<file path="config.mk">
export PLATFORM = sky130hd
export DESIGN_NAME = gpio_system
export DESIGN_NICKNAME = d
export VERILOG_FILES = /design/src/verilog/gpio_pkg.sv /design/src/verilog/gpio_reg_if.sv /design/src/verilog/wb_bank_decoder.sv /design/src/verilog/gpio_bank.sv /design/src/verilog/wb_response_merge.sv /design/src/verilog/gpio_system.sv
export VERILOG_INCLUDE_DIRS = /design/src /design/src/verilog
export SDC_FILE = /design/constraint.sdc
export NUM_CORES = 1
export LEC_CHECK = 0
export BUFFER_PORTS_ARGS = -buffer_cell sky130_fd_sc_hd__buf_4
export CORE_MARGIN = 8
export CORE_UTILIZATION = 43
export CTS_CLUSTER_DIAMETER = 60
export CTS_CLUSTER_SIZE = 25
export DETAILED_ROUTE_END_ITERATION = 8
export GPL_TIMING_DRIVEN = 0
export PLACE_DENSITY = 0.64
export SLEW_MARGIN = 20
export SYNTH_ARGS = -nofsm -noshare
export SYNTH_HDL_FRONTEND = slang
export SYNTH_SLANG_ARGS = --single-unit
</file>
<file path="constraint.sdc">
create_clock -name clk -period 3.84 [get_ports clk]
set_input_delay 0 -clock clk [delete_from_list [all_inputs] [get_ports clk]]
set_output_delay 0 -clock clk [all_outputs]
set_load 0.03 [all_outputs]
</file>
<file path="src/verilog/gpio_config.svh">
`ifndef GPIO_CONFIG_SVH
`define GPIO_CONFIG_SVH

////////////////////////////////////////////////////////////////////////////
// gpio block dimensions
////////////////////////////////////////////////////////////////////////////

// number of identical banks
`define GPIO_BANKS 3

// bits per bank, also the wishbone data width
`define GPIO_BANK_W 8

// wishbone address width
// bits 1:0 register, bits 3:2 bank, rest must be zero
`define GPIO_AW 8

`endif

</file>
<file path="src/verilog/gpio_pkg.sv">
`include "gpio_config.svh"

package gpio_pkg;

  ////////////////////////////////////////////////////////////////////////////
  // register map inside one bank
  ////////////////////////////////////////////////////////////////////////////

  // offset in address bits 1:0
  typedef enum logic [1:0] {
    REG_OUT  = 2'd0,
    REG_DIR  = 2'd1,
    REG_IN   = 2'd2,
    REG_EDGE = 2'd3
  } gpio_reg_e;

  // one bank word, same width as the data bus
  typedef logic [`GPIO_BANK_W-1:0] bank_data_t;

endpackage

</file>
<file path="src/verilog/gpio_reg_if.sv">
`timescale 1ns/1ps

// register access path between decoder, one bank and the merger
interface gpio_reg_if
  import gpio_pkg::*;
();

  // request side, driven by the decoder
  logic       stb;
  logic       we;
  gpio_reg_e  reg_sel;
  bank_data_t dat_w;

  // response side, driven by the bank
  bank_data_t dat_r;
  logic       ack;
  logic       irq;

  modport master (output stb, we, reg_sel, dat_w);

  modport slave (input stb, we, reg_sel, dat_w, output dat_r, ack, irq);

  // merger only looks at the answers
  modport monitor (input ack, dat_r, irq);

endinterface

</file>
<file path="src/verilog/wb_bank_decoder.sv">
`timescale 1ns/1ps
`include "gpio_config.svh"

module wb_bank_decoder
  import gpio_pkg::*;
(
  input  logic                clk,
  input  logic                rst,
  input  logic                cyc,
  input  logic                stb,
  input  logic                we,
  input  logic [`GPIO_AW-1:0] adr,
  input  bank_data_t          dat_w,
  output logic                err,
  gpio_reg_if.master          bank [`GPIO_BANKS]
);

  // bank field position in the address
  localparam int BANK_LSB  = 2;
  localparam int BANK_BITS = 2;

  logic                 valid;
  logic [BANK_BITS-1:0] bank_idx;
  logic                 upper_zero;
  logic                 mapped;

  ////////////////////////////////////////////////////////////////////////////
  // address check
  ////////////////////////////////////////////////////////////////////////////

  assign valid      = cyc & stb;
  assign bank_idx   = adr[BANK_LSB +: BANK_BITS];
  // upper nibble must be clear
  assign upper_zero = (adr[`GPIO_AW-1:BANK_LSB+BANK_BITS] == '0);
  // bank index 3 has no bank behind it
  assign mapped     = upper_zero && (int'(bank_idx) < `GPIO_BANKS);

  // one-cycle error answer, held off by its own previous pulse
  always_ff @(posedge clk) begin
    if (rst) begin
      err <= 1'b0;
    end else begin
      err <= valid & ~mapped & ~err;
    end
  end

  ////////////////////////////////////////////////////////////////////////////
  // per-bank request fan-out
  ////////////////////////////////////////////////////////////////////////////

  generate
    for (genvar i = 0; i < `GPIO_BANKS; i++) begin : g_strobe
      // strobe only the addressed bank
      assign bank[i].stb     = valid & mapped & (bank_idx == BANK_BITS'(i));
      // shared request fields
      assign bank[i].we      = we;
      assign bank[i].reg_sel = gpio_reg_e'(adr[1:0]);
      assign bank[i].dat_w   = dat_w;
    end
  endgenerate

endmodule

</file>
<file path="src/verilog/gpio_bank.sv">
`timescale 1ns/1ps
`include "gpio_config.svh"

module gpio_bank
  import gpio_pkg::*;
(
  input  logic       clk,
  input  logic       rst,
  gpio_reg_if.slave  bus,
  input  bank_data_t pin_i,
  output bank_data_t pin_o,
  output bank_data_t pin_t
);

  // control registers
  bank_data_t out_q;
  bank_data_t dir_q;

  // input path
  bank_data_t sync_a;
  bank_data_t sync_b;
  bank_data_t prev_q;

  // edge status
  bank_data_t edge_q;
  bank_data_t rise;
  bank_data_t clr;

  logic ack_q;
  logic wr_en;

  ////////////////////////////////////////////////////////////////////////////
  // bus handshake
  ////////////////////////////////////////////////////////////////////////////

  // act on the first strobe cycle only, stb is still high in the ack cycle
  assign wr_en = bus.stb & bus.we & ~ack_q;

  always_ff @(posedge clk) begin
    if (rst) begin
      ack_q <= 1'b0;
    end else begin
      ack_q <= bus.stb & ~ack_q;
    end
  end

  assign bus.ack = ack_q;

  ////////////////////////////////////////////////////////////////////////////
  // output and direction registers
  ////////////////////////////////////////////////////////////////////////////

  always_ff @(posedge clk) begin
    if (rst) begin
      out_q <= '0;
      // all lines start as inputs
      dir_q <= '1;
    end else if (wr_en) begin
      case (bus.reg_sel)
        REG_OUT: out_q <= bus.dat_w;
        REG_DIR: dir_q <= bus.dat_w;
        // REG_IN is read only, REG_EDGE handled below
        default: ;
      endcase
    end
  end

  assign pin_o = out_q;
  assign pin_t = dir_q;

  ////////////////////////////////////////////////////////////////////////////
  // input synchronizer and edge detect
  ////////////////////////////////////////////////////////////////////////////

  // keeps tracking the pins through reset so no false edge follows it
  always_ff @(posedge clk) begin
    sync_a <= pin_i;
    sync_b <= sync_a;
    prev_q <= sync_b;
  end

  assign rise = sync_b & ~prev_q;

  // write-one-to-clear mask
  assign clr = (wr_en && bus.reg_sel == REG_EDGE) ? bus.dat_w : '0;

  // a new rising edge beats a clear on the same bit
  always_ff @(posedge clk) begin
    if (rst) begin
      edge_q <= '0;
    end else begin
      edge_q <= (edge_q & ~clr) | rise;
    end
  end

  assign bus.irq = |edge_q;

  ////////////////////////////////////////////////////////////////////////////
  // read mux
  ////////////////////////////////////////////////////////////////////////////

  // address is stable during the ack cycle, so a plain mux is enough
  always_comb begin
    case (bus.reg_sel)
      REG_OUT:  bus.dat_r = out_q;
      REG_DIR:  bus.dat_r = dir_q;
      REG_IN:   bus.dat_r = sync_b;
      REG_EDGE: bus.dat_r = edge_q;
      default:  bus.dat_r = '0;
    endcase
  end

endmodule

</file>
<file path="src/verilog/wb_response_merge.sv">
`timescale 1ns/1ps
`include "gpio_config.svh"

module wb_response_merge
  import gpio_pkg::*;
(
  gpio_reg_if.monitor bank [`GPIO_BANKS],
  output logic        ack,
  output bank_data_t  dat_r,
  output logic        irq
);

  logic [`GPIO_BANKS-1:0] ack_vec;
  logic [`GPIO_BANKS-1:0] irq_vec;
  // read data already masked by each bank's ack
  bank_data_t             dat_vec [`GPIO_BANKS];

  ////////////////////////////////////////////////////////////////////////////
  // collect per-bank answers
  ////////////////////////////////////////////////////////////////////////////

  generate
    for (genvar i = 0; i < `GPIO_BANKS; i++) begin : g_collect
      assign ack_vec[i] = bank[i].ack;
      assign irq_vec[i] = bank[i].irq;
      assign dat_vec[i] = bank[i].ack ? bank[i].dat_r : '0;
    end
  endgenerate

  ////////////////////////////////////////////////////////////////////////////
  // bus-side responses
  ////////////////////////////////////////////////////////////////////////////

  // at most one bank answers, classic cycle
  assign ack = |ack_vec;

  // OR of masked words, zero when nobody acks
  always_comb begin
    dat_r = '0;
    for (int i = 0; i < `GPIO_BANKS; i++) begin
      dat_r = dat_r | dat_vec[i];
    end
  end

  // single interrupt line for all banks
  assign irq = |irq_vec;

endmodule

</file>
<file path="src/verilog/gpio_system.sv">
`timescale 1ns/1ps
`include "gpio_config.svh"

module gpio_system
  import gpio_pkg::*;
(
  input  logic                              clk,
  input  logic                              rst,
  // wishbone classic slave
  input  logic                              wb_cyc,
  input  logic                              wb_stb,
  input  logic                              wb_we,
  input  logic [`GPIO_AW-1:0]               wb_adr,
  input  bank_data_t                        wb_dat_w,
  output bank_data_t                        wb_dat_r,
  output logic                              wb_ack,
  output logic                              wb_err,
  // tri-state gpio lines
  input  logic [`GPIO_BANKS*`GPIO_BANK_W-1:0] gpio_i,
  output logic [`GPIO_BANKS*`GPIO_BANK_W-1:0] gpio_o,
  output logic [`GPIO_BANKS*`GPIO_BANK_W-1:0] gpio_t,
  // edge interrupt
  output logic                              irq
);

  // one register path per bank
  gpio_reg_if bank_if [`GPIO_BANKS] ();

  ////////////////////////////////////////////////////////////////////////////
  // address decode
  ////////////////////////////////////////////////////////////////////////////

  wb_bank_decoder u_decoder (
    .clk   (clk),
    .rst   (rst),
    .cyc   (wb_cyc),
    .stb   (wb_stb),
    .we    (wb_we),
    .adr   (wb_adr),
    .dat_w (wb_dat_w),
    .err   (wb_err),
    .bank  (bank_if)
  );

  ////////////////////////////////////////////////////////////////////////////
  // gpio banks
  ////////////////////////////////////////////////////////////////////////////

  // bank i owns lines i*8 up to i*8+7
  generate
    for (genvar i = 0; i < `GPIO_BANKS; i++) begin : g_bank
      gpio_bank u_bank (
        .clk   (clk),
        .rst   (rst),
        .bus   (bank_if[i]),
        .pin_i (gpio_i[i*`GPIO_BANK_W +: `GPIO_BANK_W]),
        .pin_o (gpio_o[i*`GPIO_BANK_W +: `GPIO_BANK_W]),
        .pin_t (gpio_t[i*`GPIO_BANK_W +: `GPIO_BANK_W])
      );
    end
  endgenerate

  ////////////////////////////////////////////////////////////////////////////
  // response merge
  ////////////////////////////////////////////////////////////////////////////

  wb_response_merge u_merge (
    .bank  (bank_if),
    .ack   (wb_ack),
    .dat_r (wb_dat_r),
    .irq   (irq)
  );

endmodule

</file>
==> run metrics <==
min-delay worst type in2reg; Seq cells post-synth 148; vias in the first global route 4236; ys flop type dfxtp_1; clock buffer depth 2; GRT Util Overall 0.191; max-slew violations 0; worst setup margin 1.22 ns; R2R cell count 5; Clock transition at path regs 0.06 ns; post-DP HPWL 11.3 mm; DRT iter0 DRCs 400; # rows 41; CP peak stage delay 0.60 ns; die height 128 um; grt ovf 0; CTS Buf Count 17; clock sinks 148; fin crit period 2.62 ns; placer congestion estimate 0.837; crit-path max FO 10; Worst Setup SP wb_adr[0]; leakage 0.00285 uW; R2R Path Start g_bank[2].u_bank.bus.ack; RSZ-0062 raised after global routing no; worst reg2reg path endpoint g_bank[2].u_bank.edge_q[3]; critical path required time 3.84 ns; total iterations of the first detailed-routing run 5; Worst-Skew Late Latency 0.42 ns; maximum clock frequency 0.381 GHz; CTS tree built; Worst setup SP type primary input; fraction of layout cells with a size suffix above 1 0.236; post-DR wirelength/cell 18.9 um; status finished clean; Critical Path End wb_dat_r[4]; Gate Count Post-Synth 489; P&R area growth vs syn 33.5%; number of routed nets with antenna violations 0; R2R Setup Slk 1.64 ns; worst slack, placed 1.27 ns; Ys Warns 0; critical path depth in cells 8; final worst-path cycle share 0.683; largest net degree at the start of global routing 17; Vias 4388; sequential-to-total area share from yosys stat 0.550; Die ar. 0.0164 mm2; final WL 15.4 mm; Final Hold Fails 0; total power divided by cell area 490 mW/mm2; Placed Cells 754; Die Span X 128 um; CP Cell Sequence buf_4, clkbuf_1, clkbuf_1, clkbuf_1, a21oi_1, nor4_1, o2bb2ai_1, buf_4; H-tree depth 4; first-pass GRT wire length 23.6 mm; EDFF count, synth 0; synth unique cells 42; CP arrival 2.62 ns; I/O Buffers 93; TNS Setup 0 ns; final setup fails 0; Setup CP Type in2out; worst IR drop on VDD 0.000318 V; Antenna Diode Count 0; clk root buf clkbuf_16; Post-synth ARST share 0; Crit-path slowest cell clkbuf_1; syn nets 534; drt drc 0; Setup Skew 0.00676 ns; Initial Utilization 0.434; max_cap viols 0; synthesized area 0.00539 mm2; initial antenna violation count 0; Critical Path Sink Type primary output; setup bufs post-CTS 0; Post-Layout Cell Count 815; core area 0.0124 mm2; worst-margin pin slew 0.985 ns; Net count, final 675; most frequent CP cell clkbuf_1; CP delay by family, top buffers and inverters; Post-Syn Area per Cell 11.0 um2; Vias/cell 5.38; relative slew slack 0.343; I/O pin cnt 104; Buf/Inv on CP 5; Worst Min Path Start wb_adr[6]
[Yosys cell counts (9+ instances only)]
master	number	share of area
dfxtp_1	148	0.55
nor2b_1	40	0.046
nor2_1	34	0.024
clkbuf_1	32	0.022
mux2i_1	30	0.056
nand2b_1	30	0.035
a211o_1	24	0.039
a311oi_1	21	0.034
a21oi_1	20	0.019
nor4_1	13	0.015
inv_1	12	0.0084
o21ai_0	9	0.0084
[repair_timing]
item,4_1_cts,5_1_grt
endpoints found under the hold margin,27,0
resized for setup,0,0
hold buffers,29,0
[cells in the final DEF, fill, tap and decap left out, drive strengths merged, types with 9 or more instances in the layout]
cell type / n
dfxtp: 148
buf: 98
clkbuf: 51
nor2b: 40
nor2: 34
mux2i: 30
nand2b: 30
dlygate4sd3: 29
a211o: 24
a311oi: 21
a21oi: 20
nor4: 15
inv: 12
o21ai: 9
[flip-flops by register name, indices dropped and copies added (netlist names)]
register / flops
g_bank.u_bank.pin_o: 24
g_bank.u_bank.sync_b: 24
g_bank.u_bank.edge_q: 24
g_bank.u_bank.prev_q: 24
u_decoder.err: 1
g_bank.u_bank.bus.ack: 3
g_bank.u_bank.sync_a: 24
g_bank.u_bank.pin_t: 24
[power by group]
group	leakage (uW)	internal (uW)	switching, uW
Sequential	0.00123	1590	31.4
Clock	0.000289	1040	634
Combinational	0.00133	109	116
Total	0.00285	2740	782
[metrics by stage]
step | instance area [um2] | utilization | total power [uW] | hold slack [ns]
3_3_place_gp | 6300 | 0.508 | 1850 | 0.105
3_5_place_dp | 6300 | 0.508 | 1860 | 0.106
2_1_floorplan | 5390 | - | 1770 | 0.0277
6_report | 7190 | 0.579 | 3520 | 0.0466
5_1_grt | 7190 | 0.579 | 3640 | 0.0581
4_1_cts | 7190 | 0.579 | 3550 | 0.0284
[tightest hold or removal path, stage by stage]
cell	delay, ns
buf_4	0.08
or4_4	0.10
buf_6	0.15
nor4b_1	0.07
[area by class of cell]
type                    count  area [um2]
well taps                 172         215
flip-flops and latches    148        2960
plain buffers              37         155
fillers                  1102        5220
multi-input cells         292        2220
clock buffers              19         443
inverters                  12        45.0
repair buffers            122         988
clock inverters            13         159
[how the worst min path moves through the flow]
| stage | slack (ns) | end | depth (start not counted) |
|---|---|---|---|
| 2_1_floorplan | 0.03 | g_bank[0].u_bank.sync_a[0] | 0 |
| 3_3_place_gp | 0.10 | g_bank[0].u_bank.sync_a[2] | 1 |
| 3_5_place_dp | 0.11 | g_bank[1].u_bank.sync_a[4] | 1 |
| 4_1_cts | 0.03 | g_bank[0].u_bank.pin_o[7] | 3 |
| 5_1_grt | 0.06 | g_bank[1].u_bank.bus.ack | 4 |
| 6_report | 0.05 | g_bank[1].u_bank.bus.ack | 4 |
[cells by family (layout without fill, tap and decap cells)]
kind of cell / count (synthesis) / in the layout / synth area share
flip-flops: 148 / 148 / 0.550
multiplexers: 43 / 43 / 0.0954
AND/OR/NAND/NOR: 152 / 152 / 0.170
AO/OA/AOI/OAI: 97 / 97 / 0.147
buffers and inverters: 49 / 203 / 0.0372
[per-layer routing]
layer,part of all wire,vias to the layer above,global-route usage
met5,0,-,0
li1,-,2063,-
met3,0.084,20,0.0537
met4,0.019,0,0.0783
met1,0.43,2135,0.242
met2,0.46,170,0.299
(Power assumes the default switching activity.)
